[src/design/panel_pkg.sv]
// Pixel and raster types for the panel side, rasters are limited to 4095 by 4095 and 24-bit color
package panel_pkg;

	// ------------------------------------------------------------------
	// Raster limits
	// ------------------------------------------------------------------
	localparam int HACT_MAX = 4095;
	localparam int VACT_MAX = 4095;

	// 8-pixel checker squares
	localparam int CHECKER_SHIFT = 3;

	// ------------------------------------------------------------------
	// Pixel and pattern types
	// ------------------------------------------------------------------
	typedef struct packed {
		logic [7:0] r;
		logic [7:0] g;
		logic [7:0] b;
	} pixel_t;

	typedef enum logic [1:0] {
		PAT_SOLID   = 2'd0,
		PAT_HRAMP   = 2'd1,
		PAT_CHECKER = 2'd2,
		PAT_BORDER  = 2'd3
	} pat_e;

	// Frame setup latched at launch, 50 bits
	typedef struct packed {
		logic [11:0] hact;
		logic [11:0] vact;
		pat_e        pattern;
		pixel_t      color;
	} frame_cfg_t;

	// Generator output, one pixel plus end of frame flag
	typedef struct packed {
		pixel_t rgb;
		logic   last;
	} pix_beat_t;

endpackage

[src/design/mcu_bus_pkg.sv]
// MCU bus operations and strobe timing in pclk cycles, T_HOLD must be at least 2 for frame beats
package mcu_bus_pkg;

	// ------------------------------------------------------------------
	// Bus timing in pclk cycles
	// ------------------------------------------------------------------
	localparam int T_SETUP  = 1;
	localparam int T_STROBE = 2;
	localparam int T_HOLD   = 2;
	localparam int T_READ   = 3;

	// Phase counter width, covers the longest phase above
	localparam int T_CNT_W = 2;

	typedef enum logic [1:0] {
		OP_IDLE      = 2'd0,
		OP_CMD_WRITE = 2'd1,
		OP_REG_READ  = 2'd2,
		OP_FRAME     = 2'd3
	} bus_op_e;

	// Bus outputs, 13 bits
	typedef struct packed {
		logic       csx;
		logic       rdx;
		logic       wrx;
		logic       dcx;
		logic [7:0] data_out;
		logic       data_oe;
	} mcu_pins_t;

	// One launched operation
	typedef struct packed {
		bus_op_e    op;
		logic       dcx;
		logic [7:0] cmd_byte;
	} bus_req_t;

	typedef struct packed {
		logic [7:0] data;
		logic       last;
	} byte_beat_t;

endpackage

[src/design/panel_regs.sv]
// Zero wait state APB registers that run one bus operation at a time and refuse CTRL writes while busy
`timescale 1ns/1ps

module panel_regs (
	input  logic                  pclk,
	input  logic                  rst_n,
	input  logic                  psel,
	input  logic                  penable,
	input  logic                  pwrite,
	input  logic [7:0]            paddr,
	input  logic [31:0]           pwdata,
	output logic [31:0]           prdata,
	output logic                  pready,
	output logic                  pslverr,
	output mcu_bus_pkg::bus_req_t bus_req,
	output logic                  req_valid,
	output logic                  frame_start,
	output panel_pkg::frame_cfg_t frame_cfg,
	input  logic                  done,
	input  logic [7:0]            rd_byte
);

	import panel_pkg::*;
	import mcu_bus_pkg::*;

	localparam logic [7:0] ADDR_CTRL    = 8'h00;
	localparam logic [7:0] ADDR_CMD     = 8'h04;
	localparam logic [7:0] ADDR_SIZE    = 8'h08;
	localparam logic [7:0] ADDR_PATTERN = 8'h0c;
	localparam logic [7:0] ADDR_STATUS  = 8'h10;

	logic       busy;
	logic [7:0] cmd_byte;
	logic       cmd_dcx;
	logic [7:0] rd_data;
	logic       access;
	logic       mapped;
	logic       ctrl_wr;

	assign pready  = 1'b1;
	assign access  = psel && penable;
	assign mapped  = (paddr == ADDR_CTRL) || (paddr == ADDR_CMD) || (paddr == ADDR_SIZE) ||
		(paddr == ADDR_PATTERN) || (paddr == ADDR_STATUS);
	assign ctrl_wr = access && pwrite && (paddr == ADDR_CTRL);
	assign pslverr = access && (!mapped || (ctrl_wr && busy));

	always_comb
	begin
		case (paddr)
			ADDR_CMD:     prdata = {23'h0, cmd_dcx, cmd_byte};
			ADDR_SIZE:    prdata = {4'h0, frame_cfg.vact, 4'h0, frame_cfg.hact};
			ADDR_PATTERN: prdata = {6'h0, frame_cfg.pattern, frame_cfg.color};
			ADDR_STATUS:  prdata = {16'h0, rd_data, 7'h0, busy};
			default:      prdata = 32'h0;
		endcase
	end

	always_ff @(posedge pclk or negedge rst_n)
	begin
		if (!rst_n)
		begin
			busy        <= 1'b0;
			cmd_byte    <= 8'h00;
			cmd_dcx     <= 1'b0;
			rd_data     <= 8'h00;
			frame_cfg   <= '0;
			bus_req     <= '0;
			req_valid   <= 1'b0;
			frame_start <= 1'b0;
		end
		else
		begin
			req_valid   <= 1'b0;
			frame_start <= 1'b0;
			if (done)
			begin
				busy <= 1'b0;
				// Keep the byte returned by a read
				if (bus_req.op == OP_REG_READ)
					rd_data <= rd_byte;
			end
			if (access && pwrite)
			begin
				case (paddr)
					ADDR_CMD:
					begin
						cmd_byte <= pwdata[7:0];
						cmd_dcx  <= pwdata[8];
					end
					ADDR_SIZE:
					begin
						frame_cfg.hact <= pwdata[11:0];
						frame_cfg.vact <= pwdata[27:16];
					end
					ADDR_PATTERN:
					begin
						frame_cfg.color   <= pwdata[23:0];
						frame_cfg.pattern <= pat_e'(pwdata[25:24]);
					end
					ADDR_CTRL:
					begin
						if (!busy && pwdata[2:0] != 3'b000)
						begin
							busy              <= 1'b1;
							req_valid         <= 1'b1;
							bus_req.dcx       <= cmd_dcx;
							bus_req.cmd_byte  <= cmd_byte;
							if (pwdata[2])
							begin
								bus_req.op  <= OP_FRAME;
								frame_start <= 1'b1;
							end
							else if (pwdata[1])
								bus_req.op <= OP_REG_READ;
							else
								bus_req.op <= OP_CMD_WRITE;
						end
					end
					default:
					begin
					end
				endcase
			end
		end
	end

endmodule

[src/design/pattern_gen.sv]
// Registered raster scanner that emits one pixel per handshake and expects hact and vact above zero
`timescale 1ns/1ps

module pattern_gen (
	input  logic                    pclk,
	input  logic                    rst_n,
	input  logic                    frame_start,
	input  panel_pkg::frame_cfg_t   frame_cfg,
	output panel_pkg::pix_beat_t    pix,
	output logic                    pix_valid,
	input  logic                    pix_ready
);

	import panel_pkg::*;

	localparam int XW = $clog2(HACT_MAX + 1);
	localparam int YW = $clog2(VACT_MAX + 1);

	// Coordinates of the pixel held on the output
	logic [XW-1:0] x;
	logic [YW-1:0] y;
	logic [XW-1:0] nx;
	logic [YW-1:0] ny;
	logic          move;
	logic          x_end;

	function automatic pix_beat_t gen_pixel(
		input logic [XW-1:0] px,
		input logic [YW-1:0] py,
		input frame_cfg_t    cfg
	);
		pix_beat_t pb;
		logic      on_edge;
		on_edge = (px == '0) || (px == cfg.hact - XW'(1)) ||
			(py == '0) || (py == cfg.vact - YW'(1));
		case (cfg.pattern)
			PAT_HRAMP:
				pb.rgb = '{r: px[7:0], g: px[7:0], b: px[7:0]};
			PAT_CHECKER:
				pb.rgb = (px[CHECKER_SHIFT] ^ py[CHECKER_SHIFT]) ? cfg.color : '0;
			PAT_BORDER:
				pb.rgb = on_edge ? 24'hff_ffff : cfg.color;
			default:
				pb.rgb = cfg.color;
		endcase
		pb.last = (px == cfg.hact - XW'(1)) && (py == cfg.vact - YW'(1));
		return pb;
	endfunction

	assign move  = pix_valid && pix_ready;
	assign x_end = (x == frame_cfg.hact - XW'(1));

	// Next raster position, x wraps into the next line
	always_comb
	begin
		if (x_end)
		begin
			nx = '0;
			ny = y + YW'(1);
		end
		else
		begin
			nx = x + XW'(1);
			ny = y;
		end
	end

	// ------------------------------------------------------------------
	// Scan control
	// ------------------------------------------------------------------
	always_ff @(posedge pclk or negedge rst_n)
	begin
		if (!rst_n)
		begin
			pix_valid <= 1'b0;
			x         <= '0;
			y         <= '0;
		end
		else if (frame_start)
		begin
			pix_valid <= 1'b1;
			x         <= '0;
			y         <= '0;
		end
		else if (move)
		begin
			if (pix.last)
			begin
				pix_valid <= 1'b0;
			end
			else
			begin
				x <= nx;
				y <= ny;
			end
		end
	end

	// Pixel register, stalls with the counters
	always_ff @(posedge pclk)
	begin
		if (frame_start)
		begin
			pix <= gen_pixel('0, '0, frame_cfg);
		end
		else if (move && !pix.last)
		begin
			pix <= gen_pixel(nx, ny, frame_cfg);
		end
	end

endmodule

[src/design/beat_serializer.sv]
// Splits each pixel into red, green and blue byte beats and can take a new pixel as blue leaves
`timescale 1ns/1ps

module beat_serializer (
	input  logic                    pclk,
	input  logic                    rst_n,
	input  panel_pkg::pix_beat_t    pix,
	input  logic                    pix_valid,
	output logic                    pix_ready,
	output mcu_bus_pkg::byte_beat_t beat,
	output logic                    beat_valid,
	input  logic                    beat_ready
);

	import panel_pkg::*;

	pix_beat_t  hold;
	logic [1:0] idx;
	logic       full;
	logic       beat_move;
	logic       blue;

	assign beat_move  = beat_valid && beat_ready;
	assign blue       = (idx == 2'd2);
	assign beat_valid = full;
	assign pix_ready  = !full || (beat_move && blue);

	always_comb
	begin
		case (idx)
			2'd0:    beat.data = hold.rgb.r;
			2'd1:    beat.data = hold.rgb.g;
			default: beat.data = hold.rgb.b;
		endcase
		// Only the blue beat of the frame's final pixel
		beat.last = hold.last && blue;
	end

	always_ff @(posedge pclk or negedge rst_n)
	begin
		if (!rst_n)
		begin
			full <= 1'b0;
			idx  <= 2'd0;
		end
		else if (pix_valid && pix_ready)
		begin
			full <= 1'b1;
			idx  <= 2'd0;
		end
		else if (beat_move)
		begin
			if (blue)
			begin
				full <= 1'b0;
				idx  <= 2'd0;
			end
			else
			begin
				idx <= idx + 2'd1;
			end
		end
	end

	always_ff @(posedge pclk)
	begin
		if (pix_valid && pix_ready)
		begin
			hold <= pix;
		end
	end

endmodule

[src/design/mcu_bus_engine.sv]
// 8080 style bus sequencer for one command write, one read or one frame per request, ignores requests while active
`timescale 1ns/1ps

module mcu_bus_engine (
	input  logic                    pclk,
	input  logic                    rst_n,
	input  mcu_bus_pkg::bus_req_t   bus_req,
	input  logic                    req_valid,
	input  mcu_bus_pkg::byte_beat_t beat,
	input  logic                    beat_valid,
	output logic                    beat_ready,
	output mcu_bus_pkg::mcu_pins_t  pins,
	input  logic [7:0]              data_in,
	output logic                    done,
	output logic [7:0]              rd_byte
);

	import mcu_bus_pkg::*;

	typedef enum logic [2:0] {
		S_IDLE,
		S_SETUP,
		S_WR_LOW,
		S_RD_LOW,
		S_HOLD,
		S_FR_WAIT
	} state_e;

	state_e             state;
	bus_op_e            cur_op;
	logic [T_CNT_W-1:0] cnt;
	logic               last_r;

	// Beats only accepted between strobes
	assign beat_ready = (state == S_FR_WAIT);

	// ------------------------------------------------------------------
	// Bus sequencer
	// ------------------------------------------------------------------
	always_ff @(posedge pclk or negedge rst_n)
	begin
		if (!rst_n)
		begin
			state         <= S_IDLE;
			cur_op        <= OP_IDLE;
			cnt           <= '0;
			last_r        <= 1'b0;
			done          <= 1'b0;
			pins.csx      <= 1'b1;
			pins.rdx      <= 1'b1;
			pins.wrx      <= 1'b1;
			pins.dcx      <= 1'b1;
			pins.data_out <= 8'h00;
			pins.data_oe  <= 1'b1;
		end
		else
		begin
			done <= 1'b0;
			case (state)
				S_IDLE:
				begin
					if (req_valid && bus_req.op != OP_IDLE)
					begin
						cur_op   <= bus_req.op;
						pins.csx <= 1'b0;
						pins.dcx <= (bus_req.op == OP_FRAME) ? 1'b1 : bus_req.dcx;
						cnt      <= T_CNT_W'(T_SETUP - 1);
						state    <= S_SETUP;
						if (bus_req.op == OP_CMD_WRITE)
						begin
							pins.data_out <= bus_req.cmd_byte;
						end
						// Panel drives the bus during a read
						if (bus_req.op == OP_REG_READ)
						begin
							pins.data_oe <= 1'b0;
						end
					end
				end
				S_SETUP:
				begin
					if (cnt != '0)
					begin
						cnt <= cnt - T_CNT_W'(1);
					end
					else if (cur_op == OP_REG_READ)
					begin
						pins.rdx <= 1'b0;
						cnt      <= T_CNT_W'(T_READ - 1);
						state    <= S_RD_LOW;
					end
					else if (cur_op == OP_CMD_WRITE)
					begin
						pins.wrx <= 1'b0;
						cnt      <= T_CNT_W'(T_STROBE - 1);
						state    <= S_WR_LOW;
					end
					else
					begin
						state <= S_FR_WAIT;
					end
				end
				S_FR_WAIT:
				begin
					// Counts as the last hold cycle of the previous beat
					if (beat_valid)
					begin
						pins.data_out <= beat.data;
						pins.wrx      <= 1'b0;
						last_r        <= beat.last;
						cnt           <= T_CNT_W'(T_STROBE - 1);
						state         <= S_WR_LOW;
					end
				end
				S_WR_LOW:
				begin
					if (cnt != '0)
					begin
						cnt <= cnt - T_CNT_W'(1);
					end
					else
					begin
						pins.wrx <= 1'b1;
						state    <= S_HOLD;
						if (cur_op == OP_FRAME && !last_r)
							cnt <= T_CNT_W'(T_HOLD - 2);
						else
							cnt <= T_CNT_W'(T_HOLD - 1);
					end
				end
				S_RD_LOW:
				begin
					if (cnt != '0)
					begin
						cnt <= cnt - T_CNT_W'(1);
					end
					else
					begin
						pins.rdx <= 1'b1;
						cnt      <= T_CNT_W'(T_HOLD - 1);
						state    <= S_HOLD;
					end
				end
				S_HOLD:
				begin
					if (cnt != '0)
					begin
						cnt <= cnt - T_CNT_W'(1);
					end
					else if (cur_op == OP_FRAME && !last_r)
					begin
						state <= S_FR_WAIT;
					end
					else
					begin
						// Release the panel and report completion
						pins.csx      <= 1'b1;
						pins.dcx      <= 1'b1;
						pins.data_oe  <= 1'b1;
						pins.data_out <= 8'h00;
						last_r        <= 1'b0;
						cur_op        <= OP_IDLE;
						done          <= 1'b1;
						state         <= S_IDLE;
					end
				end
				default:
				begin
					state <= S_IDLE;
				end
			endcase
		end
	end

	// Sampled in the last rdx low cycle
	always_ff @(posedge pclk)
	begin
		if (state == S_RD_LOW && cnt == '0)
		begin
			rd_byte <= data_in;
		end
	end

endmodule

[src/design/mcu_panel_top.sv]
// APB programmed MCU panel driver with 8-bit split data bus, external logic must merge data_out and data_oe
`timescale 1ns/1ps

module mcu_panel_top (
	input  logic                   pclk,
	input  logic                   rst_n,
	input  logic                   psel,
	input  logic                   penable,
	input  logic                   pwrite,
	input  logic [7:0]             paddr,
	input  logic [31:0]            pwdata,
	output logic [31:0]            prdata,
	output logic                   pready,
	output logic                   pslverr,
	output mcu_bus_pkg::mcu_pins_t pins,
	input  logic [7:0]             mcu_data_in
);

	import panel_pkg::*;
	import mcu_bus_pkg::*;

	bus_req_t   bus_req;
	logic       req_valid;
	logic       frame_start;
	frame_cfg_t frame_cfg;
	logic       done;
	logic [7:0] rd_byte;
	pix_beat_t  pix;
	logic       pix_valid;
	logic       pix_ready;
	byte_beat_t beat;
	logic       beat_valid;
	logic       beat_ready;

	panel_regs u_regs (
		.pclk        (pclk),
		.rst_n       (rst_n),
		.psel        (psel),
		.penable     (penable),
		.pwrite      (pwrite),
		.paddr       (paddr),
		.pwdata      (pwdata),
		.prdata      (prdata),
		.pready      (pready),
		.pslverr     (pslverr),
		.bus_req     (bus_req),
		.req_valid   (req_valid),
		.frame_start (frame_start),
		.frame_cfg   (frame_cfg),
		.done        (done),
		.rd_byte     (rd_byte)
	);

	pattern_gen u_pattern_gen (
		.pclk        (pclk),
		.rst_n       (rst_n),
		.frame_start (frame_start),
		.frame_cfg   (frame_cfg),
		.pix         (pix),
		.pix_valid   (pix_valid),
		.pix_ready   (pix_ready)
	);

	beat_serializer u_beat_serializer (
		.pclk       (pclk),
		.rst_n      (rst_n),
		.pix        (pix),
		.pix_valid  (pix_valid),
		.pix_ready  (pix_ready),
		.beat       (beat),
		.beat_valid (beat_valid),
		.beat_ready (beat_ready)
	);

	mcu_bus_engine u_bus_engine (
		.pclk       (pclk),
		.rst_n      (rst_n),
		.bus_req    (bus_req),
		.req_valid  (req_valid),
		.beat       (beat),
		.beat_valid (beat_valid),
		.beat_ready (beat_ready),
		.pins       (pins),
		.data_in    (mcu_data_in),
		.done       (done),
		.rd_byte    (rd_byte)
	);

endmodule

[config.mk]
export PLATFORM = sky130hd
export DESIGN_NAME = mcu_panel_top
export DESIGN_NICKNAME = d
export VERILOG_FILES = /design/src/design/panel_pkg.sv /design/src/design/mcu_bus_pkg.sv /design/src/design/panel_regs.sv /design/src/design/pattern_gen.sv /design/src/design/beat_serializer.sv /design/src/design/mcu_bus_engine.sv /design/src/design/mcu_panel_top.sv
export SDC_FILE = /design/constraint.sdc
export NUM_CORES = 1
export LEC_CHECK = 0
export ABC_AREA = 1
export BUFFER_PORTS_ARGS = -buffer_cell sky130_fd_sc_hd__buf_4
export CORE_MARGIN = 3
export CORE_UTILIZATION = 65
export CTS_CLUSTER_SIZE = 40
export DETAILED_ROUTE_END_ITERATION = 10
export PLACE_DENSITY = 0.86
export SKIP_LAST_GASP = 1
export SYNTH_ARGS = -nofsm -noshare
export SYNTH_HDL_FRONTEND = slang
export SYNTH_SLANG_ARGS = --single-unit
[constraint.sdc]
create_clock -name pclk -period 8.8 [get_ports pclk]
set_input_delay 1.76 -clock pclk [delete_from_list [all_inputs] [get_ports pclk]]
set_output_delay 1.76 -clock pclk [all_outputs]
set_load 0.02 [all_outputs]
Word-level counts from Yosys, hierarchy flattened
Index checks and enable logic that the tools add are counted.
{"block": "word_totals", "output_inout_bits": 47, "ff_bits": 189, "in_bits": 53}
{"block": "classes", "n_eq_ne": 39, "bitwise_logic": 1, "muxes": 90, "reduce_logical": 70, "addsub": 6}
{"op": "$pmux 28 s4", "n": 1}
{"op": "$mux 12", "n": 8}
{"op": "$pmux 24 s3", "n": 1}
{"op": "$mux 25", "n": 2}
{"op": "$logic_not 12->1", "n": 4}
{"op": "$mux 24", "n": 2}
{"op": "$pmux 24 s2", "n": 1}
{"op": "$eq 12x12->1", "n": 3}
{"op": "$mux 1", "n": 34}
{"op": "$mux 2", "n": 17}
{"op": "$mux 10", "n": 3}
{"op": "$add 12x1->12 const B", "n": 2}
{"op": "$mux 3", "n": 8}
{"op": "$pmux 8 s3", "n": 1}
{"op": "$sub 12x1->12 const B", "n": 2}
{"op": "$reduce_bool 2->1", "n": 10}
{"op": "$ne 2x2->1 const B", "n": 9}
{"op": "$eq 8x4->1 const B", "n": 2}
{"op": "$logic_and 1x1->1", "n": 16}
{"op": "$mux 8", "n": 2}
{"op": "$pmux 8 s2", "n": 1}
{"op": "$pmux 3 s5", "n": 1}
{"op": "$reduce_and 5->1", "n": 3}
{"op": "$eq 2x2->1 const B", "n": 7}
{"op": "27 further kinds", "n": 66}

Longest topological paths before layout
{"block": "depth", "ltp_word": 11, "ltp_mapped": 29}

Cells and area by module
Synthesis repeated with hierarchy kept, for this count alone.
{"block": "unflattened", "hier_cells": 1582, "hier_area_um2": 11833.8}
{"module": "pattern_gen", "cells_per_inst": 839, "area_each_um2": 5271.3, "n_inst": 1}
{"module": "panel_regs", "cells_per_inst": 433, "area_each_um2": 3771.1, "n_inst": 1}
{"module": "mcu_bus_engine", "cells_per_inst": 228, "area_each_um2": 1730.4, "n_inst": 1}
{"module": "beat_serializer", "cells_per_inst": 82, "area_each_um2": 1061.0, "n_inst": 1}

Least setup slack after synthesis
OpenSTA, ideal clock, no wires.
{"block": "synth_path", "path_type": "in2out", "from": "in paddr[7]", "to": "out prdata[18]", "n_path_buf": 2, "arrival_ns": 3.874, "path_stages": 13, "path_slack_ns": 3.166, "path_cell_list": "nor2_1 -> inv_1 -> nor2_1 -> inv_1 -> nor2_1 -> inv_1 -> nor3_1 -> inv_1 -> nor2_1 -> clkbuf_1 -> inv_1 -> clkbuf_1 -> o21ai_0"}
{"block": "synth_via", "elab_chain_cells": 2, "elab_cells_between_ends": 5, "classes_between": "eq/ne (4); mux (1)"}
{"item": "start, declared", "line": "mcu_panel_top.sv:10", "rtl": "input logic [7:0] paddr,"}
{"item": "$eq 8x5->1 (tied with other cells)", "line": "panel_regs.sv:49", "rtl": "case (paddr)"}
{"item": "$pmux 28 s4 *", "line": "panel_regs.sv:49"}
{"item": "end, declared", "line": "mcu_panel_top.sv:12", "rtl": "output logic [31:0] prdata,"}
Every way passes the cells marked *; elsewhere a longest branch is shown, timed or not.

Worst setup path after layout
Same ends and word-level chain as after synthesis.

==> impl_results.md <==
- Vias in the first global route: 9,567
- Yosys warnings: 0
- Final nets: around 1,600
- Die Ht: 137.5 microns
- Synth Instances: 1,469
- Distinct cell type count of the synthesized netlist: 50
- CTS tree: done
- WL final: 30.93 mm
- Site Rows: 47
- Crit path DAT: 4740 ps
- Synthesis-stage register bit count: 189
- Simple-Gate Fraction of Synth Area: 30.95%
- Total gr overflow: 0
- Violation count after the first detailed-route iteration: 1,145
- Initial antenna violation count: 0
- Worst Max-Slew Pin Slew: around 1200 ps
- Residual DRC: 0
- Critical path endpoint category: primary output
- Antenna Cells: 0
- FF/Latch Area: 0.005026 sq mm
- Maximum vdd drop: ~0.16 mV
- Share of post-route cells with drive strength above 1: 14.00%
- Most common cell after layout, fill and taps aside: nand2_1
- Outcome: completed
- Starting Density: roughly 67%
- Leading cell types in the layout, fill and taps excluded: 459 x nand2_1, 220 x inv_1, 126 x dfrtp_1
- Drt pass-1 iters: 7
- Post-synth EDFFs: 58
- WL/cell: 17.48 microns
- Multi-input gate area: 0.005075 sq mm
- Post-CTS Resized: 0
- Area grow syn2layout: 12.11%
- Startpoint type of the worst setup path: primary input
- Compound-Gate Fraction of Synth Area: around 8.6%
- Final Hold Fails: 0
- Io pins: 100
- Post-Syn Area: between 0.01 and 0.015 sq mm
- Mean post-synth cell area: 7.650 sq um
- CTS clk-pin slew, worst paths: 70 ps
- Dpl hpwl: around 22 mm
- Hold Path Class: reg2reg
- Worst Hold End: u_beat_serializer.hold[5]
- First-pass GRT wire length: just under 50 mm
- H-tree lvl count: 4
- Largest family of logic cells by synthesized area: simple AND/OR/NAND/NOR gates
- Worst relative slew slack: between 10% and 20%
- Area of the die: 0.01890 sq mm
- Reg2reg end: u_pattern_gen.pix[20]
- Final Setup Violations: 0
- Min-Delay Path Depth: 0
- Leakage: between 6 and 7 nW
- Yosys top cell by area: dfrtp_1
- Highest Clock Rate: roughly 150 MHz
- PortBufs: 90
- Vias per cell: 5.847
- Unrepaired setup endpoints after global routing: false
- Core area: 0.01676 sq mm
- Max Cap Viol: 0
- Hold bufs inserted after CTS: 0
- Final Skew: 10.88 ps
- Worst reg2reg setup slack: approximately 4400 ps
- Top cells by area, synth: dfrtp_1 28%, edfxtp_1 15%, nand2_1 15%
- Largest net degree at the start of global routing: just under 80
- Clock sinks: approximately 190
- Post-route insts no fill: 1,770
- Inst Count DP: between 1,500 and 2,000
- Via count: roughly 10,000
- Crit path max fanout: 17
- # fillers: 1,249
- Die Wd: 137.5 microns
- Tmin final: 6503 ps
- Dominant synthesized flop cell: dfrtp_1
- Setup TNS: 0 ps
- XOR/XNOR Fraction of Synth Area: 3.295%
- Period Utilization, post-route: approximately three quarters
- Req. time, crit path: a little over 7000 ps
- Sequential share of the synthesized area: 44.72%
- Max Root-Sink Buffers: 2
- Root Driver: clkbuf_16
- Routability cong.: 0.9314
- Reg2reg path depth: 20
- Post-CTS setup buffer count: 0
- Clock insertion delay at the later pin of the skew report: 450 ps
- Fin. max-slew vios: 0
- Remaining antenna violation count after routing: 0
- R2r startpoint: u_regs.frame_cfg[38]
- Hold slack: 422.5 ps
- Num CTS Buffers: 17
- GRT Total Usage: 33.70%
- Mux share of post-synthesis cell area: 0.8907%
- Adder-cell share of the synthesized area: 1.225%
- Top cell type's share of synthesized area: between 20 and 30%
- Hold Crit Start: u_pattern_gen.pix[5]
- Ys async rst share: between 60% and 70%
- Power density cells: about 140 mW/mm^2
- Setup Crit Path Kind: in2out
==> synth_stat cells, types with 3 or more instances <==
library cell,n
inv_2,6
nor4_1,5
nand2_1,459
o31ai_1,3
nor2_2,6
nand4_1,14
dfstp_2,5
buf_6,6
o221ai_1,10
buf_4,6
a31oi_1,8
nor2_1,84
dfrtp_1,126
o2111ai_1,4
a21oi_1,18
xor2_1,32
clkinv_1,4
nor3_1,18
nand3b_1,6
buf_2,6
xnor2_1,4
nand3_1,116
ha_1,11
o22ai_1,32
nor2_4,4
nor2_8,3
nand3_2,25
edfxtp_1,58
o21ai_0,84
inv_1,220
mux2_2,8
clkbuf_1,33
nand2_2,23
==> power breakdown <==
group / total, W / leakage [nW] / switching, W / internal (W)
clock: 0.000800 / 0.300 / 0.000371 / 0.000429
combinational: 0.000108 / 3.55 / 0.0000723 / 0.0000361
sequential: 0.000911 / 2.26 / 0.00000485 / 0.000906
==> cell type report <==
type                       instances  share of cell area [%]
multi-input combinational       1000                   40.28
clock buffer                      20                   3.714
inverter                         231                   6.922
clock inverter                    12                   1.172
tap                              220                   2.185
timing repair buffer              98                   5.839
sequential                       189                   39.89
==> through the flow <==
| step | instance area (sq um) | setup WS [ps] | utilization (%) | power [W] |
|---|---|---|---|---|
| floorplan | 11250 | 3166 | - | 0.0009866 |
| global placement | 11980 | 2447 | 71.50 | 0.001032 |
| detailed placement | 11980 | 2369 | 71.50 | 0.001034 |
| CTS | 12600 | 2381 | 75.18 | 0.001818 |
| global route | 12600 | 1956 | 75.18 | 0.001873 |
| finish | 12600 | 2297 | 75.18 | 0.001819 |
==> registers in the layout, indices dropped and copies added, names as in the netlist, 2 cells and up <==
| signal | cells |
|---|---|
| u_bus_engine.rd_byte | 8 |
| u_beat_serializer.idx | 2 |
| u_bus_engine.cur_op | 2 |
| u_regs.cmd_byte | 8 |
| u_pattern_gen.y | 12 |
| u_regs.frame_cfg | 50 |
| u_bus_engine.pins | 13 |
| u_regs.bus_req | 11 |
| u_beat_serializer.hold | 25 |
| u_bus_engine.cnt | 2 |
| u_regs.rd_data | 8 |
| u_bus_engine.state | 3 |
| u_pattern_gen.pix | 25 |
| u_pattern_gen.x | 12 |
==> critical path, stage by stage <==
cell and delay [ps]:
buf_4 110, nor2_1 90, inv_1 40, nor2_1 110
inv_1 50, nor2_1 160, inv_1 80, nor3_1 360
inv_1 100, nor2_1 720, inv_1 520, o21ai_0 420
buf_4 210
==> per-layer routing <==
layer	up-vias	global-route usage, %	share of wire (%)
met5	-	0	0
met4	0	14.91	4.8
met3	114	7.925	11
met2	630	52.66	46
met1	4779	45.00	38
li1	4826	-	-
==> worst max path at each step <==
stage / slack (ps) / startpoint / to / cells after the start
global placement: 2450 / paddr[7] / prdata[18] / 13
finish: 2300 / paddr[7] / prdata[18] / 13
CTS: 2380 / paddr[7] / prdata[18] / 13
global route: 1960 / paddr[7] / prdata[18] / 13
floorplan: 3170 / paddr[7] / prdata[18] / 13
detailed placement: 2370 / paddr[7] / prdata[18] / 13
==> kinds of logic (layout without fill, tap and decap cells) <==
kind of cell / count (synthesis) / count (layout)
simple gates: 770 / 770
buf+inv: 283 / 361
flops: 189 / 189
compound gates: 166 / 166
xor+xnor: 39 / 39
fa+ha+maj: 11 / 11
mux: 9 / 9
other cells: 2 / 5
(Power assumes the default switching activity.)
